$ cat src/processorci_bus_pkg.sv
`default_nettype none

package processorci_bus_pkg;

	typedef logic [31:0] addr_t;   // Byte address
	typedef logic [31:0] data_t;
	typedef logic [3:0]  strb_t;   // Bit n enables byte n
	typedef logic [1:0]  htrans_t;
	typedef logic [2:0]  hsize_t;

	// SEQ is handled as NONSEQ and BUSY as IDLE
	localparam htrans_t HTRANS_IDLE   = 2'b00;
	localparam htrans_t HTRANS_NONSEQ = 2'b10;

	localparam hsize_t HSIZE_BYTE = 3'd0;
	localparam hsize_t HSIZE_HALF = 3'd1;
	localparam hsize_t HSIZE_WORD = 3'd2;

	// Replaces the enabled byte lanes of a word
	function automatic data_t lane_merge(data_t old_w, data_t new_w, strb_t sel);
		data_t res;
		res = old_w;
		for (int b = 0; b < $bits(strb_t); b++) begin
			if (sel[b])
				res[8*b +: 8] = new_w[8*b +: 8];
		end
		return res;
	endfunction

endpackage

`default_nettype wire

$ cat src/processorci_cfg_pkg.sv
`default_nettype none

package processorci_cfg_pkg;

	// Program/data memory, 4 KiB
	localparam int MEM_WORDS = 1024;
	typedef logic [$clog2(MEM_WORDS)-1:0] mem_index_t;

	localparam logic [31:0] MEM_BASE = 32'h0000_0000;
	localparam logic [31:0] MEM_SPAN = 32'h0000_1000;   // Bytes

	// Machine timer block
	localparam logic [31:0] TIMER_BASE  = 32'h8000_0000;
	localparam logic [31:0] TIMER_SPAN  = 32'h0000_0010;
	localparam logic [3:0]  MTIME_LO    = 4'h0;   // Byte offsets
	localparam logic [3:0]  MTIME_HI    = 4'h4;
	localparam logic [3:0]  MTIMECMP_LO = 4'h8;
	localparam logic [3:0]  MTIMECMP_HI = 4'hC;

	typedef logic [63:0] mtime_t;

	// Core held in reset this many cycles after system reset
	localparam int RESET_CLK_CYCLES = 16;
	typedef logic [$clog2(RESET_CLK_CYCLES+1)-1:0] reset_cnt_t;

endpackage

`default_nettype wire

$ cat src/wb_mtimer.sv
`default_nettype none

module wb_mtimer
	import processorci_bus_pkg::*;
	import processorci_cfg_pkg::*;
(
	input  logic       sys_clk_i,
	input  logic       rst_i,
	input  logic       stb_i,
	input  logic       we_i,
	input  logic [1:0] adr_i,   // Word index within the block
	input  strb_t      sel_i,
	input  data_t      dat_i,
	output data_t      dat_o,
	output logic       ack_o,
	output logic       timer_irq_o
);

	mtime_t mtime_q;
	mtime_t mtimecmp_q;
	data_t  dat_q;
	logic   ack_q;
	logic   irq_q;
	logic   first;
	logic   wr;

	assign first = stb_i && !ack_q;
	assign wr    = first && we_i;

	always_ff @(posedge sys_clk_i) begin
		if (rst_i) begin
			mtime_q    <= '0;
			mtimecmp_q <= '1;   // No interrupt until compare is written
			ack_q      <= 1'b0;
			irq_q      <= 1'b0;
		end else begin
			mtime_q <= mtime_q + 1'b1;
			ack_q   <= first;
			irq_q   <= (mtime_q >= mtimecmp_q);
			if (wr && adr_i == MTIMECMP_LO[3:2])
				mtimecmp_q[31:0] <= lane_merge(mtimecmp_q[31:0], dat_i, sel_i);
			if (wr && adr_i == MTIMECMP_HI[3:2])
				mtimecmp_q[63:32] <= lane_merge(mtimecmp_q[63:32], dat_i, sel_i);
		end
	end

	// Read data sampled with the ack
	always_ff @(posedge sys_clk_i) begin
		if (first) begin
			case (adr_i)
				MTIME_LO[3:2]:    dat_q <= mtime_q[31:0];
				MTIME_HI[3:2]:    dat_q <= mtime_q[63:32];
				MTIMECMP_LO[3:2]: dat_q <= mtimecmp_q[31:0];
				default:          dat_q <= mtimecmp_q[63:32];
			endcase
		end
	end

	assign dat_o       = dat_q;
	assign ack_o       = ack_q;
	assign timer_irq_o = irq_q;

endmodule

`default_nettype wire
$ cat config.mk
export PLATFORM = sky130hd
export DESIGN_NAME = wb_mtimer
export DESIGN_NICKNAME = d
export VERILOG_FILES = /design/src/processorci_bus_pkg.sv /design/src/processorci_cfg_pkg.sv /design/src/wb_mtimer.sv
export SDC_FILE = /design/constraint.sdc
export NUM_CORES = 1
export LEC_CHECK = 0
export ABC_AREA = 1
export BUFFER_PORTS_ARGS = -buffer_cell sky130_fd_sc_hd__clkbuf_2
export CORE_MARGIN = 4
export CORE_UTILIZATION = 52
export CTS_BUF_LIST = sky130_fd_sc_hd__clkbuf_2
export CTS_CLUSTER_SIZE = 8
export DETAILED_ROUTE_END_ITERATION = 8
export GPL_TIMING_DRIVEN = 0
export PLACE_DENSITY = 0.75
export SYNTH_ARGS = -nofsm -noshare
export SYNTH_HDL_FRONTEND = slang
export SYNTH_SLANG_ARGS = --single-unit
$ cat constraint.sdc
create_clock -name sys_clk_i -period 3.8 [get_ports sys_clk_i]
set_clock_uncertainty 0.15 [all_clocks]
set_input_delay 0.57 -clock sys_clk_i [delete_from_list [all_inputs] [get_ports sys_clk_i]]
set_output_delay 0.57 -clock sys_clk_i [all_outputs]
set_load 0.1 [all_outputs]
**Word level (Yosys, flattened, before mapping)**

Index checks and enable logic that the tools add are counted.

- Add/subtract/negate cells: 1
- Order comparisons: 1
- Equal/unequal tests: 3
- Multiplexer cells: 1
- Reduce and logical (&&, ||, !) cells: 14

Operator list:

| kind | count |
|---|---|
| 32-bit case mux with 3 select lines | 1 |
| 64-bit by 1-bit adder with 64-bit output (second input constant) | 1 |
| 64-bit greater-or-equal comparator | 1 |
| 2-bit AND reduction | 8 |
| 2-bit equality test (second input constant) | 2 |
| 1-bit logical AND | 4 |
| 2-bit by 1-bit equality test with 1-bit output (second input constant) | 1 |
| 2-bit logical NOT | 1 |
| 1-bit logical NOT | 1 |

- Flip-flop bits (word level): 162
- Input bits: 42
- Output and inout port bits: 34
- Word-level logic and storage cells: 32

**Depth between registers and ports, before layout**

- Word-level depth: 5
- Mapped depth: 15
- Mapped depth without buffers: 15

**Worst setup path after synthesis**

Ideal clock, no wire load.

- Path type: register -> register
- From: register ack_q (netlist: ack_o)
- To: register mtimecmp_q[48]
- Library setup time: 0.138 ns
- Arrival time: 3.109 ns
- Required time: 3.512 ns
- Slack: 0.403 ns
- Stages on the path, launching flop included: 8
- Buffers on the path: 1
- Cells stage by stage: dfxtp_1 nor2_1 nand2_1 nor2_1 inv_2 nor2_2 buf_2 o211ai_1

- Word-level cells in the longest chain between the ends: 5

Ends and longest elaborated chain:

| item | RTL line | source |
|---|---|---|
| start: declaration | wb_mtimer.sv:22 | `logic ack_q;` |
| start signal: assignment | wb_mtimer.sv:38 | `ack_q <= first;` |
| 1-bit logical NOT | wb_mtimer.sv:27 | `assign first = stb_i && !ack_q;` |
| 1-bit logical AND | wb_mtimer.sv:27 |  |
| via first | wb_mtimer.sv:24 | `logic first;` |
| 1-bit logical AND | wb_mtimer.sv:28 | `assign wr = first && we_i;` |
| 1-bit logical AND | wb_mtimer.sv:42 | `if (wr && adr_i == MTIMECMP_HI[3:2])` |
| 2-bit AND reduction (no source line) | -- |  |
| end signal: assignment | wb_mtimer.sv:43 | `mtimecmp_q[63:32] <= lane_merge(mtimecmp_q[63:32], dat_i, sel_i);` |
| end: declaration | wb_mtimer.sv:20 | `mtime_t mtimecmp_q;` |

The timed path passes the listed nets, and every way through them passes these cells.
A chain may end at the register's enable or synchronous reset.

**Worst setup path in the final report**

- From: register ack_q (netlist: ack_o)
- To: output ack_o

RTL lines:

| item | RTL line | source |
|---|---|---|
| end: declaration | wb_mtimer.sv:15 | `output logic ack_o,` |

No word-level cell between the ends.

==> flow_summary.yaml <==
status:
  outcome: "finished clean"
synth:
  synthesis.nets: 1352
  synth_edf_count: 32
  synthMuxAreaShare_pct: 0
  synth_area_mm2: 0.00938
  seq_area_frac_synth_pct: 38.0
  ys_warn_count: 0
  postSynthAreaPerCell_um2: 7.54
  synthXorXnorAreaFrac_pct: 0.654
  synth-compound-area-share_pct: 16.3
  async_flop_share_pct: 0
  synth_cells: 1245
  synth_fa_ha_area_share_pct: 8.67
  synth.distinct_cells: 40
  synthSimpleGateAreaFrac_pct: 28.2
  synthFlopType: "dfxtp_1"
  synth_top_family_by_area: "simple AND/OR/NAND/NOR gates"
  synth-seq-cells: 162
detailed_routing:
  routed_wl_um: 31900
  drc: 0
  first_pass_iters: 6
  wire_per_inst_um: 19.8
  vias: 9362
  vias_per_cell: 5.81
  detail_route.iter0.violations: 935
  ant_nets: 0
setup_path:
  arrival_ps: 1700
  worst_ep_required_time_ps: 3080
  worst-path-max-fanout: 3
  rr_endpoint: "mtime_q[45]"
  r2r_start: "mtime_q[21]"
  reg2reg_slack_ps: 1530
  startpoint_type: "register"
  crit_type: "register to output pin"
  cp-end-kind: "output pin"
  crit_chain: "clkbuf_2"
  cp_top_family: "buffers and inverters"
  slowest_stage: "clkbuf_2"
  crit_path_max_incr_delay_ps: 480
  cp_num_buf_inv: 1
  ff2ff_path_depth: 7
cts:
  ctsRootBufferMaster: "clkbuf_2"
  clkSinkCount: 162
  cts_buffers: 17
  clk_pin_slew_ps: 260
  clock_path_buffers: 2
  postCtsSetupBuffers: 0
  cts.htree.levels: 4
  tritoncts: "built"
  post_cts_resized: 0
  clock_latency_ps: 800
timing:
  max-slew-margin-rel_pct: 39.1
  final.setup.tns_ps: 0
  hold_viol_final: 0
  clock.fmax_ghz: 0.413
  rsz0062_at_grt: "false"
  final-setup-viol-count: 0
  worst_slew_pin_slew_ps: 914
  fin_crit_ps: 2420
  period_share_pct: 63.7
  final-max-slew-violation-count: 0
pwr:
  power.leakage_nw: 4.55
  p_per_area_mw_per_mm2: 318
  ir_drop_v: 0.000321
final_layout:
  utilization_pct: 61.1
  drive_gt1_share_pct: 14.2
  fin_cells: 1611
  fillCellCount: 1605
  mostFrequentLayoutCells: "263 x nand2_1, 147 x inv_1, 130 x dfxtp_1"
  design_area_mm2: 0.0107
  nets: 1479
  syn_to_final_growth_pct: 13.8
  final_common_cell: "nand2_1"
grt:
  grt_start_max_net_pins: 31
  grt_pass1_wl_um: 48900
  antenna_found_initial: 1
  grt_use_total_pct: 31.6
  grt_pass1_vias: 8782
  grt-ovfl-total: 0
place:
  port_buffers: 74
  dp_hpwl_um: 24700
  dpl_cell_area_mm2: 0.0101
  dp.cells: 1545
  globalplace.congestion: 1.08
min_path:
  min_to: "mtimecmp_q[21]"
  holdPathStages: 5
  hold_class: "input port to register"
  min-delay-start: "sel_i[2]"
flow_run:
  cap_violations: 0
floorplan:
  fp.dieW_um: 142
  die_height_um: 142
  fp.coreArea_mm2: 0.0175
  core.rowCount: 48
  die-area_mm2: 0.0203
  initial_core_util_pct: 53.7
  ios: 76
## cell families (layout without fill, tap and decap cells)
logic type,after synthesis,after routing
buf+inv,198,338
fa+ha+maj,65,65
compound gates,263,263
simple gates,550,550
flops,162,162
xor+xnor,7,7
other cells,0,1
## synth_stat cells, types with 10 or more instances
master      n  share of area (%)
inv_2      17               0.68
nor3_1     34                1.8
o22ai_1    27                1.8
inv_1     147                5.9
o211ai_1   63                5.0
nand3_1    50                2.7
nor2_1    105                4.2
o21ai_0    56                3.0
edfxtp_1   32                 10
nor2_4     15                1.8
nor3_2     12                1.3
nor2_2     10               0.67
nand4_1    31                2.1
a21oi_1   106                5.7
clkbuf_1   23               0.92
nand2_1   263                 11
ha_1       65                8.7
dfxtp_1   130                 28
## layout make-up
cell class / count / area (um2) / area share, %
Multi-Input combinational cell: 885 / 5060 / 47.4
Sequential cell: 162 / 3560 / 33.4
Timing Repair Buffer: 108 / 721 / 6.75
Inverter: 164 / 616 / 5.77
Tap cell: 225 / 282 / 2.64
Clock inverter: 15 / 193 / 1.81
Buffer: 34 / 154 / 1.44
Clock buffer: 17 / 85.1 / 0.797
Antenna cell: 1 / 2.50 / 0.0234
## how the worst max path moves through the flow
stage | startpoint | to | slack (ps) | depth (start not counted)
floorplan | ack_o | mtimecmp_q[48] | 400 | 7
global placement | stb_i | mtimecmp_q[63] | -760 | 9
detailed placement | stb_i | mtimecmp_q[63] | 1270 | 10
CTS | ack_o | ack_o | 1350 | 1
global route | ack_o | ack_o | 1270 | 1
finish | ack_o | ack_o | 1380 | 1
## flip-flops by register name, summed over array words and instances (netlist names)
signal       cells
mtime_q         64
mtimecmp_q      64
dat_o           32
ack_o            1
timer_irq_o      1
## stage by stage
stage	hold slack (ps)	setup WS, ps	total power [mW]
CTS	25.7	1350	3.37
detailed placement	357	1270	2.28
global route	7.94	1270	3.49
finish	31.0	1380	3.39
floorplan	301	403	2.16
global placement	283	-760	2.27
## where the power goes
group | switching, mW | total [mW] | internal, mW
clock | 0.718 | 1.11 | 0.391
sequential | 0.0159 | 1.82 | 1.81
combinational | 0.359 | 0.458 | 0.0998
## per-layer routing
layer | share of wire (%) | routed length (um) | track usage, % | vias up
met5 | 0 | 0 | 0 | -
met3 | 7.9 | 2510 | 5.14 | 115
met2 | 45 | 14500 | 51.7 | 473
met4 | 5.6 | 1780 | 14.3 | 0
li1 | - | - | - | 4489
met1 | 41 | 13200 | 41.3 | 4285
## what timing repair did
item                                    CTS  global route
endpoints found under the hold margin    65             0
hold buffers                             33             0
endpoints found under the setup margin    0             0
Power figures use the tool's default switching activity.
