[src/processorci_bus_pkg.sv]
`default_nettype none

package processorci_bus_pkg;

	typedef logic [31:0] addr_t;   // Byte address
	typedef logic [31:0] data_t;
	typedef logic [3:0]  strb_t;   // Bit n enables byte n
	typedef logic [1:0]  htrans_t;
	typedef logic [2:0]  hsize_t;

	// SEQ is handled as NONSEQ and BUSY as IDLE
	localparam htrans_t HTRANS_IDLE   = 2'b00;
	localparam htrans_t HTRANS_NONSEQ = 2'b10;

	localparam hsize_t HSIZE_BYTE = 3'd0;
	localparam hsize_t HSIZE_HALF = 3'd1;
	localparam hsize_t HSIZE_WORD = 3'd2;

	// Replaces the enabled byte lanes of a word
	function automatic data_t lane_merge(data_t old_w, data_t new_w, strb_t sel);
		data_t res;
		res = old_w;
		for (int b = 0; b < $bits(strb_t); b++) begin
			if (sel[b])
				res[8*b +: 8] = new_w[8*b +: 8];
		end
		return res;
	endfunction

endpackage

`default_nettype wire

[src/ahb_wb_bridge.sv]
`default_nettype none

module ahb_wb_bridge
	import processorci_bus_pkg::*;
(
	input  logic    sys_clk_i,
	input  logic    rst_i,

	// AHB-Lite subordinate side
	input  addr_t   haddr_i,
	input  logic    hwrite_i,
	input  htrans_t htrans_i,
	input  hsize_t  hsize_i,
	input  data_t   hwdata_i,
	output data_t   hrdata_o,
	output logic    hready_o,
	output logic    hresp_o,

	// Wishbone manager side
	output logic    wb_cyc_o,
	output logic    wb_stb_o,
	output logic    wb_we_o,
	output addr_t   wb_adr_o,
	output strb_t   wb_sel_o,
	output data_t   wb_dat_o,
	input  data_t   wb_dat_i,
	input  logic    wb_ack_i,
	input  logic    wb_err_i
);

	typedef enum logic [1:0] {
		IDLE,
		ACCESS,
		ERR_FIRST,
		ERR_SECOND
	} state_t;

	state_t state_q;
	state_t state_d;
	state_t phase;     // State as seen by the AHB outputs this cycle
	addr_t  adr_q;
	logic   we_q;
	strb_t  sel_q;
	strb_t  sel_d;
	logic   accept;

	// Lane select from size and low address bits
	always_comb begin
		case (hsize_i)
			HSIZE_BYTE: sel_d = strb_t'(4'b0001 << haddr_i[1:0]);
			HSIZE_HALF: sel_d = haddr_i[1] ? 4'b1100 : 4'b0011;
			HSIZE_WORD: sel_d = 4'b1111;
			default:    sel_d = 4'b1111;   // Wider sizes not supported
		endcase
	end

	// An err from the decoder opens the error response in the same cycle
	always_comb begin
		phase = state_q;
		if (state_q == ACCESS && wb_err_i)
			phase = ERR_FIRST;
	end

	always_comb begin
		hready_o = 1'b1;
		hresp_o  = 1'b0;
		case (phase)
			ACCESS:     hready_o = wb_ack_i;   // Complete on ack
			ERR_FIRST: begin
				hresp_o  = 1'b1;
				hready_o = 1'b0;
			end
			ERR_SECOND: hresp_o = 1'b1;
			default: ;
		endcase
	end

	// NONSEQ or SEQ with the bus ready
	assign accept = hready_o && ((htrans_i & HTRANS_NONSEQ) != HTRANS_IDLE);

	always_comb begin
		state_d = state_q;
		if (phase == ERR_FIRST)
			state_d = ERR_SECOND;
		else if (accept)
			state_d = ACCESS;   // Next transfer overlaps the completing one
		else if (hready_o)
			state_d = IDLE;
	end

	always_ff @(posedge sys_clk_i) begin
		if (rst_i)
			state_q <= IDLE;
		else
			state_q <= state_d;
	end

	// Address phase capture
	always_ff @(posedge sys_clk_i) begin
		if (accept) begin
			adr_q <= haddr_i;
			we_q  <= hwrite_i;
			sel_q <= sel_d;
		end
	end

	assign wb_cyc_o = (state_q == ACCESS);
	assign wb_stb_o = (state_q == ACCESS);
	assign wb_we_o  = we_q;
	assign wb_adr_o = adr_q;
	assign wb_sel_o = sel_q;
	assign wb_dat_o = hwdata_i;   // Held stable by the manager until hready
	assign hrdata_o = wb_dat_i;

endmodule

`default_nettype wire

[config.mk]
export PLATFORM = sky130hd
export DESIGN_NAME = ahb_wb_bridge
export DESIGN_NICKNAME = d
export VERILOG_FILES = /design/src/processorci_bus_pkg.sv /design/src/ahb_wb_bridge.sv
export SDC_FILE = /design/constraint.sdc
export NUM_CORES = 1
export LEC_CHECK = 0
export BUFFER_PORTS_ARGS = -buffer_cell sky130_fd_sc_hd__buf_4
export CAP_MARGIN = 20
export CORE_ASPECT_RATIO = 0.8
export CORE_MARGIN = 3
export CORE_UTILIZATION = 29
export CTS_CLUSTER_SIZE = 24
export DETAILED_ROUTE_END_ITERATION = 16
export GPL_ROUTABILITY_DRIVEN = 0
export PLACE_DENSITY = 0.81
export SYNTH_ARGS = -nofsm -noshare
export SYNTH_HDL_FRONTEND = slang
export SYNTH_SLANG_ARGS = --single-unit
[constraint.sdc]
create_clock -name sys_clk_i -period 2.1 [get_ports sys_clk_i]
set_clock_uncertainty 0.1 [all_clocks]
set_input_delay 0.105 -clock sys_clk_i [delete_from_list [all_inputs] [get_ports sys_clk_i]]
set_output_delay 0.105 -clock sys_clk_i [all_outputs]
set_load 0.03 [all_outputs]
# Word-level counts from Yosys, hierarchy flattened
# Index checks and enable logic that the tools add are counted.
# word_totals
mem_bits_ro	0
out_inout_bits	105
mem_count	0
in_bits	106
word_cells	23
regBits	39
ramBits	0
latch_bits	0
# op_classes
n_shift	1
div_mod_pow	0
muxes	8
bitwise_logic	0
multipliers	0
n_eq_ne	5
add_sub_neg	0
magnitude_cmp	0
reduce_logical	5
# ops
op	count
$mux 2	4
$pmux 4 s2	1
$eq 2x1->1 const B	2
$eq 2x2->1 const B	2
$mux 4	1
$shl 1x2->4 const A	1
$eq 3x1->1 const B	1
$logic_not 3->1	1
$reduce_bool 3->1	1
$logic_and 1x1->1	2
$pmux 1 s2	1
$reduce_or 2->1	1
$mux 1	1

# Longest topological paths before layout
# depth
depth_word	8
depth_mapped	3
mapped_depth_nobuf	3

# Worst setup path before layout
# No wires, ideal clock.
# synth_path
path_type	register to register
from	register state_q[0]
to	register adr_q[0], in the netlist wb_adr_o[0] (enable)
path_stages_with_launch	4
arrival_time_ps	1898
path_slack_ps	-295
setup_time_ps	398
n_path_buf	0
cell_sequence	dfxtp_1 -> nor2b_2 -> a21oi_2 -> and2_1
# synth_via
elab_chain_cells	6
word_cells_on_any_way	7
# synth_lines
item	line	text
start: declaration	ahb_wb_bridge.sv:38	state_t state_q;
start signal: assignment	ahb_wb_bridge.sv:95	state_q <= state_d;
$eq 2x1->1 (*)	-	
named net wb_cyc_o	ahb_wb_bridge.sv:20	output logic wb_cyc_o,
$logic_and 1x1->1 (*)	ahb_wb_bridge.sv:60	if (state_q == ACCESS && wb_err_i)
$mux 2 (*)	ahb_wb_bridge.sv:60	
$eq 2x2->1 or $eq 2x1->1 (tied branches)	ahb_wb_bridge.sv:67	case (phase)
$pmux 1 s2 (*)	ahb_wb_bridge.sv:67	
named net hready_o	ahb_wb_bridge.sv:16	output logic hready_o,
$logic_and 1x1->1 (*)	ahb_wb_bridge.sv:79	assign accept = hready_o && ((htrans_i & HTRANS_NONSEQ) != HTRANS_IDLE);
named net accept	ahb_wb_bridge.sv:45	logic accept;
end signal: assignment	ahb_wb_bridge.sv:101	adr_q <= haddr_i;
end: declaration	ahb_wb_bridge.sv:41	addr_t adr_q;
# The timed path passes the listed nets; every way through them passes the cells marked *.
# A chain may end at the register's enable or synchronous reset.

# Worst setup path after layout
# layout_path
from	register state_q[0]
to	register adr_q[26], in the netlist wb_adr_o[26] (enable)
# layout_via
elab_chain_cells	6
word_cells_on_any_way	7
# layout_lines
item	line
$eq 2x1->1	ahb_wb_bridge.sv:60
$logic_and 1x1->1	ahb_wb_bridge.sv:60
$mux 2 (*)	ahb_wb_bridge.sv:60
$eq 2x2->1 or $eq 2x1->1 (tied branches)	ahb_wb_bridge.sv:67
$pmux 1 s2 (*)	ahb_wb_bridge.sv:67
$logic_and 1x1->1 (*)	ahb_wb_bridge.sv:79
named net accept	ahb_wb_bridge.sv:45
# Marks and branches as above.

==> results by stage <==
Logic synthesis:
- The top flip-flop cell by instance count after synthesis is sky130_fd_sc_hd__edfxtp_1.
- The synthesized design contains 37 enable-type register cells.
- The most common cell in the synthesized netlist is sky130_fd_sc_hd__buf_4.
- The share of synthesized area in the top cell type comes to 0.6384.
- Counting every net in the synthesized netlist gives about 230.
- The cell area after synthesis is between 1500 and 2000 um2.
- sky130_fd_sc_hd__edfxtp_1 takes more of the synthesized area than any other cell.
- Of all flip-flops after synthesis, the portion carrying an async set or reset was 0.
- A synthesized cell averages ~14 um2.
- Synthesis instantiated 14 different standard cells from the library.
- Synthesis produced 122 cells.
- The number of warnings printed during yosys synthesis is 0.
- Ranked by instance count, the synthesized netlist is headed by 65 x sky130_fd_sc_hd__buf_4, 37 x sky130_fd_sc_hd__edfxtp_1, 4 x sky130_fd_sc_hd__o21ai_0.
- The share of the Yosys chip area taken by registers is 0.6614.
- Counting flops and latches in the post-synthesis netlist gives 39.
- In the post-synthesis netlist, the biggest area contributors are sky130_fd_sc_hd__edfxtp_1 64%, sky130_fd_sc_hd__buf_4 28%, sky130_fd_sc_hd__dfxtp_1 2.3%.

Routing:
- The first-pass iteration count of the detailed router is 4.
- The ratio of routed vias to standard cells is 3.942.
- The via total after detailed routing is 1025.
- The detailed-route wire length per cell is about 16 um.
- The violation count after the first detailed-route iteration is 24.
- After detailed routing, the total wire length is around 4200 um.
- In this run the remaining antenna-violating nets after routing total 0.
- The residual DRC count is 0.

Clock tree:
- Clock-pin slew was measured on the worst setup and hold paths at 0.07 ns.
- The worst-case clock buffer depth is 2.
- The TritonCTS clock tree is built.
- Buffers inserted during clock tree synthesis total 5.
- The number of buffers inserted by post-CTS setup repair is 0.
- The later-pin clock latency in the skew report is 0.28 ns.
- Post-CTS repair changed the size of 0 cells.
- In this run the clock root is driven by a sky130_fd_sc_hd__clkbuf_8.
- The H-tree depth is 2.
- The number of clock sinks seen by CTS is 39.

Timing:
- Setup repair after global routing left no endpoint under its margin.
- The fraction of the cycle the final worst path needs is 0.8026.
- Based on the critical path, the design can be clocked at up to ~590 MHz.
- The number of slew-limit violations in the final report is 0.
- Once routing completed, OpenROAD measured the worst setup slack at around 0.41 ns.
- Adding up every negative setup slack in the final design gives 0 ns.
- The final-layout worst hold slack is roughly 0.033 ns.
- The clock period could shrink to approximately 1.7 ns.
- The number of hold violations in the final report came to 0.
- Headroom to the max-slew limit came out at 0.7956.
- The setup violation total in the final timing report is 0.
- For the pin with the worst max-slew slack, the measured transition is a little over 0.3 ns.

Placed design:
- The worst setup slack before clock tree synthesis is 0.4079 ns.
- The number of input and output port buffers inserted is a little over 80.
- The cell area after placement is just under 2000 um2.
- The post-placement cell count is 217.
- Summed over all nets, the half-perimeter wirelength after detailed placement is about 3000 um.

Floorplan:
- The die area is around 7000 um2.
- The floorplan step set the die height to 75.29 um.
- The total area inside the core boundary comes to roughly 5600 um2.
- The initial standard-cell utilization of the core is 0.3099.
- The total number of placement rows is 24.
- During I/O placement, the number of pins put on the boundary was ~210.
- In this run the horizontal extent of the chip is roughly 93 um.

Layout:
- The repair_antennas step left the layout with diodes totalling 0.
- Of the cells placed in the final design, the portion with a size suffix greater than 1 is 0.5055.
- From synthesis to final layout, the design area changed by 38.89%.
- The number of filler instances in the final layout is between 400 and 500.
- The count of nets after finishing is 288.
- The share of the core filled with cells is 0.4305.
- The finished layout holds 260 standard cells, fillers aside.
- The total non-filler cell area in the finished layout is approximately 2400 um2.

Global routing:
- Summed over all layers, the global routing overflow is 0.
- The initial antenna violation count is 0.
- Across every metal layer, demand over resource in global routing totals 0.1106.
- The number of global-route vias before repair was just over 1k.
- The pin count of the biggest net entering global routing is 27.
- The global-route wire length before repair is roughly 5700 um.

Critical path:
- The maximum fanout along the worst path is 26.
- The gate family responsible for the most delay along the worst path is simple AND/OR/NAND/NOR gates.
- The number of buffers and inverters on the critical path is 1.
- The worst setup path is launched from a register.
- The cell with the largest stage delay on the worst path is sky130_fd_sc_hd__and2_2.
- The number of cells on the worst reg-to-reg path is 4.
- The critical path runs through a total of 4 cells.
- The signal on the critical path passes through and2b_1, a21oi_2, and2_2, buf_12.
- The required arrival time at the worst endpoint is slightly below 2 ns.
- The arrival time reported for the critical path endpoint is around 1.6 ns.
- For this run, the slowest stage of the critical path takes roughly 0.36 ns.
- The setup path with the least slack is of type register to register.
- The kind of end point of the critical path is a register.

Pwr:
- The post-layout total power is around 1.7 mW.
- Power spread over the standard cell area amounts to approximately 700 nW/um2.
- In this run the static leakage power is around 1 nW.
- Across the VDD grid, the largest voltage drop is around 240 uV.

Hold path:
- Counting instances, the worst hold path has a depth of 3.
- The path class of the tightest hold or removal check is input pin to register.

Status:
- The flow ran to the end, and the final reports show no timing, DRC or antenna violations.

Run:
- The tool flagged a number of max-cap violations equal to 0.
## registers in the layout, indices dropped and copies added, names as in the netlist
signal and count:
state_q 2, wb_adr_o 32, wb_sel_o 4, wb_we_o 1
## placed cells by master (no fill, tap or decap)
cell type,count
sky130_fd_sc_hd__buf_4,81
sky130_fd_sc_hd__edfxtp_1,37
sky130_fd_sc_hd__dlygate4sd3_1,36
sky130_fd_sc_hd__clkbuf_8,5
sky130_fd_sc_hd__o21ai_0,4
sky130_fd_sc_hd__nor2_1,3
sky130_fd_sc_hd__inv_1,2
sky130_fd_sc_hd__a21oi_1,2
sky130_fd_sc_hd__dfxtp_1,2
sky130_fd_sc_hd__nor2b_2,1
sky130_fd_sc_hd__nand2b_1,1
sky130_fd_sc_hd__and2b_1,1
sky130_fd_sc_hd__a21oi_2,1
sky130_fd_sc_hd__nor2b_1,1
sky130_fd_sc_hd__and2_2,1
sky130_fd_sc_hd__a21o_2,1
sky130_fd_sc_hd__clkinv_1,1
sky130_fd_sc_hd__clkinv_2,1
sky130_fd_sc_hd__buf_12,1
## routing by layer
metal	GRT usage	vias up	share of wire
met5	0	-	0
met4	0.04390	0	0.019
met3	0.07897	14	0.18
met2	0.2082	111	0.51
met1	0.09034	437	0.29
li1	-	463	-
## final cells by class
cell class,instances,area [um2],area share
multi-input combinational,16,95.09,0.03934
sequential,39,1151,0.4762
clock inverter,2,8.758,0.003623
tap,78,97.59,0.04037
clock buffer,5,68.82,0.02847
inverter,2,7.507,0.003106
timing repair buffer,118,988.4,0.4089
## logic make-up (layout without fill, tap and decap cells)
| group | after synthesis | in the layout | synth area share |
|---|---|---|---|
| compound gates | 8 | 8 | 0.02732 |
| flops | 39 | 39 | 0.6614 |
| buf+inv | 67 | 127 | 0.2847 |
| simple gates | 8 | 8 | 0.02661 |
## what timing repair did
item	in CTS	in global routing
hold buffers	36	0
endpoints found under the setup margin	0	0
endpoints found under the hold margin	35	0
## where the power goes
part / internal [mW] / switching (mW)
registers: 0.916 / 0.0156
logic: 0.171 / 0.191
clock network: 0.221 / 0.226
total: 1.31 / 0.432
## worst paths after layout
path	slack [ns]	from	to
hold reg to reg	0.63	state_q[1]$_SDFFE_PP0P_	state_q[0]$_SDFFE_PP0P_
setup / recovery	0.41	state_q[0]$_SDFFE_PP0P_	wb_adr_o[26]$_DFFE_PP_
setup reg to reg	0.41	state_q[0]$_SDFFE_PP0P_	wb_adr_o[26]$_DFFE_PP_
hold / removal	0.03	hsize_i[1]	wb_sel_o[1]$_DFFE_PP_
## tightest hold or removal path: cells and delay by family
kind / cells / cell delay (ns)
compound gates: 1 / 0.06
simple gates: 1 / 0.05
buf+inv: 1 / 0.08
No activity file was read; power rests on OpenSTA's default activity.
