--- config.mk ---
export PLATFORM = sky130hd
export DESIGN_NAME = wb_addr_decode
export DESIGN_NICKNAME = d
export VERILOG_FILES = /design/src/processorci_bus_pkg.sv /design/src/processorci_cfg_pkg.sv /design/src/wb_addr_decode.sv
export SDC_FILE = /design/constraint.sdc
export NUM_CORES = 1
export LEC_CHECK = 0
export ABC_AREA = 0
export BUFFER_PORTS_ARGS = -buffer_cell sky130_fd_sc_hd__buf_2
export CORE_UTILIZATION = 21
export DETAILED_ROUTE_END_ITERATION = 6
export PLACE_DENSITY = 0.84
export SLEW_MARGIN = 10
export SYNTH_ARGS = -nofsm -noshare
export SYNTH_HDL_FRONTEND = slang
export SYNTH_SLANG_ARGS = --single-unit
--- constraint.sdc ---
create_clock -name sys_clk_i -period 2.1 [get_ports sys_clk_i]
set_clock_uncertainty 0.05 [all_clocks]
set_input_delay 0.21 -clock sys_clk_i [delete_from_list [all_inputs] [get_ports sys_clk_i]]
set_output_delay 0.21 -clock sys_clk_i [all_outputs]
set_load 0.02 [all_outputs]
--- src/processorci_bus_pkg.sv ---
`default_nettype none

package processorci_bus_pkg;

	typedef logic [31:0] addr_t;   // Byte address
	typedef logic [31:0] data_t;
	typedef logic [3:0]  strb_t;   // Bit n enables byte n
	typedef logic [1:0]  htrans_t;
	typedef logic [2:0]  hsize_t;

	// SEQ is handled as NONSEQ and BUSY as IDLE
	localparam htrans_t HTRANS_IDLE   = 2'b00;
	localparam htrans_t HTRANS_NONSEQ = 2'b10;

	localparam hsize_t HSIZE_BYTE = 3'd0;
	localparam hsize_t HSIZE_HALF = 3'd1;
	localparam hsize_t HSIZE_WORD = 3'd2;

	// Replaces the enabled byte lanes of a word
	function automatic data_t lane_merge(data_t old_w, data_t new_w, strb_t sel);
		data_t res;
		res = old_w;
		for (int b = 0; b < $bits(strb_t); b++) begin
			if (sel[b])
				res[8*b +: 8] = new_w[8*b +: 8];
		end
		return res;
	endfunction

endpackage

`default_nettype wire

--- src/processorci_cfg_pkg.sv ---
`default_nettype none

package processorci_cfg_pkg;

	// Program/data memory, 4 KiB
	localparam int MEM_WORDS = 1024;
	typedef logic [$clog2(MEM_WORDS)-1:0] mem_index_t;

	localparam logic [31:0] MEM_BASE = 32'h0000_0000;
	localparam logic [31:0] MEM_SPAN = 32'h0000_1000;   // Bytes

	// Machine timer block
	localparam logic [31:0] TIMER_BASE  = 32'h8000_0000;
	localparam logic [31:0] TIMER_SPAN  = 32'h0000_0010;
	localparam logic [3:0]  MTIME_LO    = 4'h0;   // Byte offsets
	localparam logic [3:0]  MTIME_HI    = 4'h4;
	localparam logic [3:0]  MTIMECMP_LO = 4'h8;
	localparam logic [3:0]  MTIMECMP_HI = 4'hC;

	typedef logic [63:0] mtime_t;

	// Core held in reset this many cycles after system reset
	localparam int RESET_CLK_CYCLES = 16;
	typedef logic [$clog2(RESET_CLK_CYCLES+1)-1:0] reset_cnt_t;

endpackage

`default_nettype wire

--- src/wb_addr_decode.sv ---
`default_nettype none

module wb_addr_decode
	import processorci_bus_pkg::*;
	import processorci_cfg_pkg::*;
(
	input  logic  sys_clk_i,
	input  logic  rst_i,
	input  logic  wb_stb_i,
	input  logic  wb_cyc_i,
	input  addr_t wb_adr_i,
	output data_t wb_dat_o,
	output logic  wb_ack_o,
	output logic  wb_err_o,
	output logic  mem_stb_o,
	output logic  tmr_stb_o,
	input  data_t mem_dat_i,
	input  data_t tmr_dat_i,
	input  logic  mem_ack_i,
	input  logic  tmr_ack_i
);

	logic req;
	logic mem_hit;
	logic tmr_hit;
	logic err_q;

	assign req = wb_cyc_i && wb_stb_i;

	// Offset compare, wraps below the base
	assign mem_hit = (wb_adr_i - MEM_BASE) < MEM_SPAN;
	assign tmr_hit = (wb_adr_i - TIMER_BASE) < TIMER_SPAN;

	assign mem_stb_o = req && mem_hit;
	assign tmr_stb_o = req && tmr_hit;

	// Unmapped access gets a single err pulse
	always_ff @(posedge sys_clk_i) begin
		if (rst_i)
			err_q <= 1'b0;
		else
			err_q <= req && !mem_hit && !tmr_hit && !err_q;
	end

	assign wb_err_o = err_q;
	assign wb_ack_o = (mem_hit && mem_ack_i) || (tmr_hit && tmr_ack_i);
	assign wb_dat_o = tmr_hit ? tmr_dat_i : mem_dat_i;

endmodule

`default_nettype wire

# Word-level counts from Yosys, hierarchy flattened
# Index checks and enable logic that the tools add are counted.
[word_totals]
register_bits = 1
input_bits = 102
output_inout_bits = 36
elab_cells = 17
[classes]
n_addsub = 1
magnitude_cmp = 2
mux = 1
reduce_logical = 12
[op_table]
columns = ["operator", "n"]
rows = [
  ["$lt A32 B13 Y1 const B", 1],
  ["$lt A32 B5 Y1 const B", 1],
  ["$mux W32", 1],
  ["$sub A32 B32 Y32 const B", 1],
  ["$logic_and A1 B1 Y1", 8],
  ["$logic_not A1 Y1", 3],
  ["$logic_or A1 B1 Y1", 1],
]

# Longest topological paths before layout
# Gate-level depths: netlist of run 1.
[depth]
ltp_word = 5
depth_mapped = 5
ltp_nobuf = 4

# Worst setup path before layout of run 1
# No wires, ideal clock.
[synth_path]
path_type = "input port to output port"
startpoint = "in wb_adr_i[16]"
endpoint = "out wb_dat_o[28]"
arrival_time_ns = 1.638
required_time_ns = 1.840
setup_slack_ns = 0.202
path_stages = 5
path_buffers = 1
path_cell_list = "nor4_1 > nand2_1 > nor4_4 > buf_6 > mux2_1"
[synth_between]
elab_chain_len = 3
[synth_lines]
columns = ["item", "line", "text"]
rows = [
  ["start, declared", "wb_addr_decode.sv:11", "input addr_t wb_adr_i,"],
  ["$sub A32 B32 Y32", "wb_addr_decode.sv:32", "assign tmr_hit = (wb_adr_i - TIMER_BASE) < TIMER_SPAN;"],
  ["$lt A32 B5 Y1", "wb_addr_decode.sv:32", ""],
  ["$mux W32", "wb_addr_decode.sv:47", "assign wb_dat_o = tmr_hit ? tmr_dat_i : mem_dat_i;"],
  ["end, declared", "wb_addr_decode.sv:12", "output data_t wb_dat_o,"],
]
# Every way passes these cells.

# Worst setup path after layout of run 1
[layout_path]
startpoint = "in wb_adr_i[16]"
endpoint = "out wb_dat_o[15]"
# Same word-level chain as after synthesis.

==> key figures, run 1 <==
Hold path
  – Worst hold path class: in2reg
  – Hold path startpoint: rst_i

Yosys
  – Netlist Area Pre-Place: approximately 550 sq um
  – #FFs+latches synth: 1
  – Net Count, Synth: between 150 and 200
  – Leading area contributor after synthesis: mux2_2
  – Post-synthesis cell type count: 14
  – Sequential area share after synthesis: 0.0363
  – Synth area leaders: mux2_2, mux2_1, buf_6
  – Top-area cell type share of the netlist area: 0.571
  – Synth Instances: about 60
  – Yosys warning total: 0
  – Mean Syn Cell Area: roughly 9.4 sq um

Worst setup path
  – Worst endpoint data arrival time: between 1.5 and 2 ns
  – WS Path Type: in2out
  – Worst r2r src: wb_err_o
  – Worst Path Required: between 1.5 and 2 ns
  – Element type at the critical path start: input pin
  – Worst setup startpoint: wb_adr_i[16]
  – R2r endpoint: wb_err_o
  – Worst r2r path cells: 1
  – R2r setup slk: approximately 1.3 ns
  – Worst setup path end: wb_dat_o[15]
  – CP endpoint kind: output port
  – Critical path peak fanout: 16

Floorplan
  – Initial core utilization: 0.223
  – Total core area: ~0.0025 sq mm
  – DIE WIDTH: around 53 microns
  – IO Pins: roughly 140
  – Core Rows: 18
  – Die area: 0.00284 sq mm
  – Die Ht: approximately 53 microns

Final layout
  – Number of diodes: 0
  – Final Cell Area: approximately 0.0013 sq mm
  – Max reg flops: 1
  – Multi-input logic area: about 500 sq um
  – Sequential cell area: between 20 and 25 sq um
  – Area Growth Syn to Fin: 142%
  – Non-Filler Instances: approximately 230
  – Fill cell count: between 200 and 250
  – Final net count: approximately 300
  – Share of cells above drive strength 1: 0.872

Placement
  – DP HPWL: about 2300 microns
  – Placed Cells incl. Taps: roughly 220
  – Placed cell area: between 0.001 and 0.0015 sq mm
  – Placer Congestion: between 0.7 and 0.8
  – Port buffer count: between 100 and 150

Detailed routing
  – Highest metal used: met4
  – DRT Wirelength: around 2700 microns
  – Met3 wire length: ~270 microns
  – Post-route ant nets: 0
  – DR vias/cell: approximately 4.5
  – Met2 WL: approximately 1500 microns
  – Drt pass-1 iters: 4
  – Vias: 1,002
  – Met1 Routed Length: just over 900 microns
  – Iteration-0 DRC Markers: 12
  – DRC Markers: 0
  – Drt wl/cell: about 12 microns

CTS
  – CTS clock-pin slew for the worst setup and hold paths: 0 ns
  – Clk Latency, worst-skew pair: 0 ns

Power
  – Combinational share of power: 0.910
  – P_int: between 0.1 and 0.15 mW
  – PD cells: approximately 170 mW/mm^2
  – Share of power burned in registers: 0.090
  – Max IR drop VDD: between 0.0001 and 0.00015 V
  – Sw Share: 0.404
  – Sw power: roughly 0.092 mW
  – Leakage power: around 0.74 nW
  – Clk pwr share: 0

STA
  – Fin Hold WS: about 0.33 ns
  – Slew HR: 0.791
  – Period utilization: 0.992
  – Fmax: 0.480 GHz
  – Final-report setup violation count: 0
  – Slew @ Worst Pin: slightly above 0.3 ns
  – Final Max Slew Viols: 0
  – Tmin final: ~2.1 ns
  – RSZ-0062 raised after global routing: yes
  – Setup TNS Final: 0 ns
  – Final-report hold violation count: 0

Status
  – Status: finished, final reports clean

GRT
  – Global-route wire length before repair: ~3200 microns
  – Gr usage total: 0.146
  – Vias in the first global route: 844
  – Maximum number of pins on one net before global-route repair: 33
  – Initial antenna violation count: 0
  – Total grt overflow: 0

Flow run
  – Maxcap violations: 0
==> kinds of logic (layout without fill, tap and decap cells) <==
family | Yosys count | in the layout | share of synthesized area
AO/OA/AOI/OAI | 2 | 2 | 0.0318
flip-flops | 1 | 1 | 0.0363
AND/OR/NAND/NOR | 19 | 19 | 0.204
buffers and inverters | 5 | 141 | 0.0748
multiplexers | 32 | 32 | 0.653
==> layout make-up <==
class | instances | share of cell area
repair buffers | 139 | 0.575
multi-input cells | 53 | 0.376
well taps | 30 | 0.0281
flip-flops and latches | 1 | 0.0150
inverters | 2 | 0.00562
==> critical path, cell delays in order <==
cell       delay, ns
buf_2           0.10
nor4_1          0.26
nand2_1         0.14
nor4_4          0.27
buf_4           0.18
clkbuf_16       0.18
mux2_2          0.33
buf_2           0.16
==> cells in the final DEF (no fill, tap or decap), types with 2 or more instances in the layout <==
master   count
nor4_2       2
or3_1        2
mux2_1       4
inv_1        2
nor3_1       3
buf_2      125
nand2_1      4
buf_4       10
nor4_1       3
nor2_1       3
mux2_2      28
buf_6        2
==> routing by layer <==
metal,up-vias,track usage
li1,503,-
met2,63,0.300
met3,4,0.0115
met1,432,0.159
met5,-,0
met4,0,0.0219
==> synth_stat cells <==
| master | instances |
|---|---|
| nor4_4 | 1 |
| nor4_1 | 5 |
| mux2_2 | 28 |
| buf_6 | 3 |
| inv_1 | 2 |
| dfxtp_1 | 1 |
| a2111oi_0 | 1 |
| mux2_1 | 4 |
| nand4_1 | 1 |
| a2bb2oi_1 | 1 |
| or3_1 | 2 |
| nand2_1 | 4 |
| nor3_1 | 3 |
| nor2_1 | 3 |
==> power groups by stage <==
stage	registers [mW]	clock network [mW]	logic, mW
global placement	0.0204	0	0.196
CTS	0.0205	0	0.201
detailed placement	0.0205	0	0.200
global route	0.0206	0	0.226
floorplan	0.0215	0	0.0808
finish	0.0205	0	0.207
==> worst min-delay path by stage <==
stage               end  slack (ns)  cells past startpoint
2_1_floorplan  wb_err_o        0.24                      1
3_3_place_gp   wb_err_o        0.34                      2
3_5_place_dp   wb_err_o        0.33                      2
4_1_cts        wb_err_o        0.33                      2
5_1_grt        wb_err_o        0.35                      2
6_report       wb_err_o        0.33                      2
==> stage by stage <==
| stage | power (mW) | util | setup slack, ns |
|---|---|---|---|
| finish | 0.228 | 0.539 | 0.0170 |
| floorplan | 0.102 | - | 0.202 |
| global route | 0.247 | 0.539 | -0.0704 |
| detailed placement | 0.220 | 0.510 | 0.00809 |
| global placement | 0.216 | 0.510 | 0.0214 |
| CTS | 0.221 | 0.510 | 0.00884 |
==> timing repair <==
item / in CTS / in global routing
hold buffers: 0 / 0
hold endpoints to repair: 0 / 0
endpoints found under the setup margin: 0 / 33
buffers inserted: 0 / 1
resized for setup: 0 / 12
Power figures use the tool's default switching activity.
==> run 2: changes to the inputs <==
--- a/config.mk
+++ b/config.mk
@@ -6,8 +6,9 @@
 export NUM_CORES = 1
 export LEC_CHECK = 0
 export ABC_AREA = 0
-export BUFFER_PORTS_ARGS = -buffer_cell sky130_fd_sc_hd__buf_2
+export BUFFER_PORTS_ARGS = -buffer_cell sky130_fd_sc_hd__buf_4
 export CORE_UTILIZATION = 21
+export CTS_CLUSTER_SIZE = 25
 export DETAILED_ROUTE_END_ITERATION = 6
 export PLACE_DENSITY = 0.84
 export SLEW_MARGIN = 10
==> key figures, run 2 (synthesis gave the netlist of run 1 again) <==
STA
  – Final-report setup violation count: 0 (unchanged)
  – Slew HR: 0.799 (was 0.791)
  – Tmin final: 2.10 ns (was 2.08 ns)
  – Final-report hold violation count: 0 (unchanged)
  – Fmax: 0.477 GHz (was 0.480 GHz)
  – Period utilization: 0.998 (was 0.992)
  – Final Max Slew Viols: 0 (unchanged)
  – Setup TNS Final: 0 ns (unchanged)
  – Fin Hold WS: 0.330 ns (was 0.328 ns)
  – RSZ-0062 raised after global routing: yes (unchanged)
  – Slew @ Worst Pin: 0.294 ns (was 0.306 ns)

Power
  – Combinational share of power: 0.937 (was 0.910)
  – Share of power burned in registers: 0.063 (was 0.090)
  – PD cells: 179 mW/mm^2 (was 171 mW/mm^2)
  – Clk pwr share: 0 (about the same)
  – P_int: 0.219 mW (was 0.136 mW)
  – Sw Share: 0.329 (was 0.404)
  – Sw power: 0.108 mW (was 0.0920 mW)
  – Leakage power: 0.939 nW (was 0.744 nW)
  – Max IR drop VDD: 0.000165 V (was 0.000142 V)

Detailed routing
  – DRC Markers: 0 (unchanged)
  – Vias: 1,039 (was 1,002)
  – DRT Wirelength: 3470 microns (was 2690 microns)
  – Drt wl/cell: 15.2 microns (was 12.0 microns)
  – Iteration-0 DRC Markers: 6 (was 12)
  – Post-route ant nets: 0 (unchanged)
  – Drt pass-1 iters: 3 (was 4)
  – DR vias/cell: 4.56 (was 4.45)

Final layout
  – Number of diodes: 0 (unchanged)
  – Final Cell Area: 0.00182 sq mm (was 0.00134 sq mm)
  – Commonest non-fill, non-tap cells in the layout: buf_4, mux2_4, mux2_2, buf_6 (was buf_2, mux2_2, buf_4)
  – Final net count: 302 (was 299)
  – Multi-input logic area: 599 sq um (was 503 sq um)
  – Sequential cell area: 20.0 sq um (unchanged)
  – Max reg flops: 1 (unchanged)
  – Commonest non-fill, non-tap cell in the layout: buf_4 (was buf_2)
  – Share of cells above drive strength 1: 0.914 (was 0.872)
  – Post-layout util: 0.736 (was 0.539)
  – Fill cell count: 177 (was 245)
  – Area Growth Syn to Fin: 231% (was 142%)

Worst setup path
  – Element type at the critical path start: input pin (unchanged)
  – Buf/Inv on CP: 4 (unchanged)
  – Worst endpoint data arrival time: 1.84 ns (was 1.82 ns)
  – Cells along the critical path: buf_4 -> nor4_2 -> nand2_1 -> nor4_4 -> buf_4 -> buf_12 -> mux2_2 -> buf_4 (was buf_2 -> nor4_1 -> nand2_1 -> nor4_4 -> buf_4 -> clkbuf_16 -> mux2_2 -> buf_2)
  – Worst setup startpoint: wb_adr_i[20] (was wb_adr_i[16])
  – Worst r2r src: wb_err_o (unchanged)
  – R2r setup slk: 1.34 ns (about the same)
  – WS Path Type: in2out (unchanged)
  – R2r endpoint: wb_err_o (unchanged)
  – Worst r2r path cells: 1 (unchanged)
  – CP dominant cell by count: buf_4 (was buf_2)
  – Worst Path Required: 1.84 ns (about the same)
  – Critical path depth: 8 (unchanged)
  – Slowest cell on the critical path: mux2_2 (unchanged)
  – CP endpoint kind: output port (unchanged)
  – Critical Path Max Stage Delay: 0.35 ns (was 0.33 ns)
  – Critical path peak fanout: 16 (unchanged)
  – Worst setup path end: wb_dat_o[7] (was wb_dat_o[15])
  – Crit path max-delay family: simple AND/OR/NAND/NOR gates (unchanged)

Status
  – Status: finished, final reports clean (unchanged)

Hold path
  – Hold Path Cell Cnt: 2 (unchanged)
  – Worst hold path class: in2reg (unchanged)

GRT
  – Global-route wire length before repair: 3750 microns (was 3230 microns)
  – Gr usage total: 0.174 (was 0.146)
  – Vias in the first global route: 948 (was 844)
  – Initial antenna violation count: 0 (unchanged)
  – Total grt overflow: 0 (unchanged)
  – Maximum number of pins on one net before global-route repair: 33 (unchanged)

Floorplan
  – IO Pins: 138 (unchanged)
  – Core Rows: 18 (unchanged)
  – DIE WIDTH: 53.3 microns (unchanged)
  – Initial core utilization: 0.223 (unchanged)
  – Die Ht: 53.3 microns (unchanged)
  – Die area: 0.00284 sq mm (unchanged)
  – Total core area: 0.00248 sq mm (unchanged)

Placement
  – Placer Congestion: 0.723 (was 0.713)
  – Port buffer count: 133 (unchanged)
  – Placed cell area: 0.00160 sq mm (was 0.00126 sq mm)
  – DP HPWL: 2580 microns (was 2280 microns)

Flow run
  – Maxcap violations: 0 (unchanged)

CTS
  – Clk Latency, worst-skew pair: 0 ns (about the same)
  – Post-CTS Hold Buffers: 0 (unchanged)
  – CTS clock-pin slew for the worst setup and hold paths: 0 ns (about the same)
[run 2: changes by cell type in the layout (fill, tap and decap cells not counted), sizes merged]
cell,change
buf,+3
[run 2: repair_timing]
action	4_1_cts	5_1_grt
buffers inserted	0	3
gates cloned	0	2
pin swaps	0	2
gates resized for setup	1	39
setup endpoints to repair	5	32
[run 2: power by group through the flow]
stage / registers [mW] / clock network (mW) / logic [mW]
global route: 0.0208 / 0 / 0.322
CTS: 0.0206 / 0 / 0.274
detailed placement: 0.0206 / 0 / 0.273
global placement: 0.0205 / 0 / 0.266
finish: 0.0206 / 0 / 0.306
floorplan: 0.0215 / 0 / 0.0808
[run 2: metal layers]
metal  wire length, microns  vias up  global-route usage
met5                      0        -                   0
met3                    313        4              0.0345
met2                   1980       63               0.369
li1                       -      508                   -
met4                     34        0             0.00877
met1                   1140      464               0.175
[run 2: worst min-delay path by stage]
| stage | endpoint | from | slack (ns) |
|---|---|---|---|
| 6_report | wb_err_o | rst_i | 0.33 |
| 5_1_grt | wb_err_o | rst_i | 0.34 |
| 4_1_cts | wb_err_o | rst_i | 0.33 |
| 3_5_place_dp | wb_err_o | rst_i | 0.33 |
| 3_3_place_gp | wb_err_o | rst_i | 0.33 |
| 2_1_floorplan | wb_err_o | rst_i | 0.24 |
[run 2: per-stage QoR]
stage	total power, mW	worst slack [ns]	cells
global placement	0.286	0.0330	223
global route	0.343	-0.0683	228
detailed placement	0.293	0.000742	223
floorplan	0.102	0.202	59
finish	0.327	0.00425	228
CTS	0.295	0.00407	223
[run 2: final cells by class]
| class | count | area share |
|---|---|---|
| inverter | 2 | 0.00412 |
| multi-input combinational | 53 | 0.329 |
| sequential | 1 | 0.0110 |
| tap | 30 | 0.0206 |
| timing repair buffer | 142 | 0.636 |
==> run 3: changes to the inputs <==
--- a/config.mk
+++ b/config.mk
@@ -7,10 +7,12 @@
 export LEC_CHECK = 0
 export ABC_AREA = 0
 export BUFFER_PORTS_ARGS = -buffer_cell sky130_fd_sc_hd__buf_4
-export CORE_UTILIZATION = 21
+export CORE_ASPECT_RATIO = 1.1
+export CORE_UTILIZATION = 19
+export CTS_BUF_LIST = sky130_fd_sc_hd__clkbuf_4 sky130_fd_sc_hd__clkbuf_8 sky130_fd_sc_hd__clkbuf_16
 export CTS_CLUSTER_SIZE = 25
 export DETAILED_ROUTE_END_ITERATION = 6
-export PLACE_DENSITY = 0.84
+export PLACE_DENSITY = 0.8
 export SLEW_MARGIN = 10
 export SYNTH_ARGS = -nofsm -noshare
 export SYNTH_HDL_FRONTEND = slang
==> constraint.sdc (replaced) <==
create_clock -name sys_clk_i -period 1.9 [get_ports sys_clk_i]
set_clock_uncertainty 0.05 [all_clocks]
set_input_delay 0.19 -clock sys_clk_i [delete_from_list [all_inputs] [get_ports sys_clk_i]]
set_output_delay 0.19 -clock sys_clk_i [all_outputs]
set_load 0.02 [all_outputs]
==> key figures, run 3 (synthesis gave the netlist of run 1 again) <==
Status
  – Status: finished with violations (was finished, final reports clean)
  – Failing checks: setup timing

Detailed routing
  – DRC Markers: 0 (unchanged)
  – Drt pass-1 iters: 4 (was 3)
  – Vias: 1,111 (was 1,039)
  – Post-route ant nets: 0 (unchanged)
  – DR vias/cell: 4.75 (was 4.56)
  – DRT Wirelength: 4000 microns (was 3470 microns)
  – Iteration-0 DRC Markers: 24 (was 6)
  – Drt wl/cell: 17.1 microns (was 15.2 microns)

Final layout
  – Post-layout util: 0.745 (was 0.736)
  – Max reg flops: 1 (unchanged)
  – Non-Filler Instances: 234 (was 228)
  – Commonest non-fill, non-tap cell in the layout: buf_4 (unchanged)
  – Number of diodes: 0 (unchanged)
  – Final net count: 305 (was 302)
  – Fill cell count: 192 (was 177)
  – Final Cell Area: 0.00205 sq mm (was 0.00182 sq mm)
  – Share of cells above drive strength 1: 0.930 (was 0.914)
  – Area Growth Syn to Fin: 272% (was 231%)
  – Commonest non-fill, non-tap cells in the layout: buf_4, buf_6, mux2_4 (was buf_4, mux2_4, mux2_2, buf_6)

Placement
  – Placer Congestion: 0.731 (was 0.723)
  – Placed cell area: 0.00161 sq mm (was 0.00160 sq mm)
  – Port buffer count: 133 (unchanged)
  – DP HPWL: 2550 microns (was 2580 microns)
  – Placed Cells incl. Taps: 227 (was 223)
  – Dpl ws: -0.220 ns (was 0.000742 ns)

Power
  – P_int: 0.272 mW (was 0.219 mW)
  – Power, Total: 0.406 mW (was 0.327 mW)
  – PD cells: 198 mW/mm^2 (was 179 mW/mm^2)
  – Combinational share of power: 0.944 (was 0.937)
  – Sw power: 0.134 mW (was 0.108 mW)
  – Max IR drop VDD: 0.000146 V (was 0.000165 V)
  – Leakage power: 1.05 nW (was 0.939 nW)
  – Share of power burned in registers: 0.056 (was 0.063)
  – Clk pwr share: 0 (about the same)
  – Sw Share: 0.331 (was 0.329)

GRT
  – Total grt overflow: 0 (unchanged)
  – Initial antenna violation count: 0 (unchanged)
  – Maximum number of pins on one net before global-route repair: 17 (was 33)
  – Gr usage total: 0.212 (was 0.174)
  – Vias in the first global route: 1,045 (was 948)
  – Global-route wire length before repair: 4940 microns (was 3750 microns)

Floorplan
  – Die Ht: 58.5 microns (was 53.3 microns)
  – IO Pins: 138 (unchanged)
  – Die area: 0.00312 sq mm (was 0.00284 sq mm)
  – Total core area: 0.00275 sq mm (was 0.00248 sq mm)
  – Core Rows: 20 (was 18)
  – Initial core utilization: 0.200 (was 0.223)
  – DIE WIDTH: 53.4 microns (was 53.3 microns)

CTS
  – Post-CTS Hold Buffers: 0 (unchanged)
  – CTS clock-pin slew for the worst setup and hold paths: 0 ns (about the same)
  – Clk Latency, worst-skew pair: 0 ns (about the same)

STA
  – Final Max Slew Viols: 0 (unchanged)
  – Slew @ Worst Pin: 0.377 ns (was 0.294 ns)
  – Fmax: roughly 0.48 GHz
  – Slew HR: 0.742 (was 0.799)
  – Final-report hold violation count: 0 (unchanged)
  – Final-report setup violation count: 32 (was 0)
  – RSZ-0062 raised after global routing: yes (unchanged)
  – Worst setup margin: -0.196 ns (was 0.00425 ns)
  – Period utilization: 1.10
  – Tmin final: roughly 2.1 ns

Worst setup path
  – Critical path peak fanout: 8 (was 16)
  – Worst r2r src: wb_err_o (unchanged)
  – Element type at the critical path start: input pin (unchanged)
  – Worst setup startpoint: wb_adr_i[12] (was wb_adr_i[20])
  – CP endpoint kind: output port (unchanged)
  – Worst Path Required: 1.66 ns (was 1.84 ns)
  – WS Path Type: in2out (unchanged)
  – Worst endpoint data arrival time: 1.86 ns (was 1.84 ns)

Hold path
  – Worst hold path class: in2reg (unchanged)
  – Hold path startpoint: rst_i (unchanged)

Flow run
  – Maxcap violations: 0 (unchanged)
run 3: changes by cell type in the layout (fill, tap and decap cells not counted):
cell,previous run,this run
nor4_4,2,5
buf_8,1,0
buf_12,1,2
mux2_2,15,0
nand2_1,4,2
nor4_2,4,1
clkbuf_16,1,2
or3_1,2,1
mux2_4,17,32
buf_6,15,38
nand2_2,0,2
buf_4,124,103
or3_4,0,1
run 3: worst paths after layout:
path,end,depth (start not counted),slack [ns]
setup / recovery,wb_dat_o[24],7,-0.20
setup reg to reg,wb_err_o,1,1.05
hold / removal,wb_err_o,2,0.32
hold reg to reg,wb_err_o,1,0.41
run 3: what timing repair did:
item,in CTS,in global routing
setup endpoints to repair,34,34
gates cloned,2,1
buffers inserted,2,2
hold endpoints to repair,0,0
pin swaps,0,5
resized for setup,58,28
run 3: cell type report:
class                   count  area [sq um]  area share
inverters                   2          7.51     0.00366
well taps                  33          41.3      0.0201
multi-input cells          53           692       0.337
repair buffers            145          1290       0.629
flip-flops and latches      1          20.0     0.00976
run 3: critical path, cell delays in order:
cell and delay, ns:
buf_4 0.11, or3_4 0.40, nor4_4 0.34, buf_4 0.21
clkbuf_16 0.16, mux2_4 0.31, buf_6 0.13
run 3: per-stage QoR:
stage          hold WS, ns  TNS, ns
4_1_cts              0.320    -5.48
6_report             0.324    -5.17
5_1_grt              0.335    -7.23
2_1_floorplan        0.223        0
3_5_place_dp         0.320    -6.65
3_3_place_gp         0.314    -4.83
run 3: power by group through the flow:
stage / logic (mW) / clock network [mW] / registers, mW
3_5_place_dp: 0.300 / 0 / 0.0229
4_1_cts: 0.353 / 0 / 0.0229
2_1_floorplan: 0.0893 / 0 / 0.0238
6_report: 0.383 / 0 / 0.0229
3_3_place_gp: 0.295 / 0 / 0.0229
5_1_grt: 0.400 / 0 / 0.0230
run 3: metal layers:
metal  global-route usage  vias up  routed length, microns
met5                    0        -                       0
met3               0.0413       12                     381
met1                0.207      508                    1320
li1                     -      513                       -
met4               0.0451        0                      99
met2                0.434       78                    2200
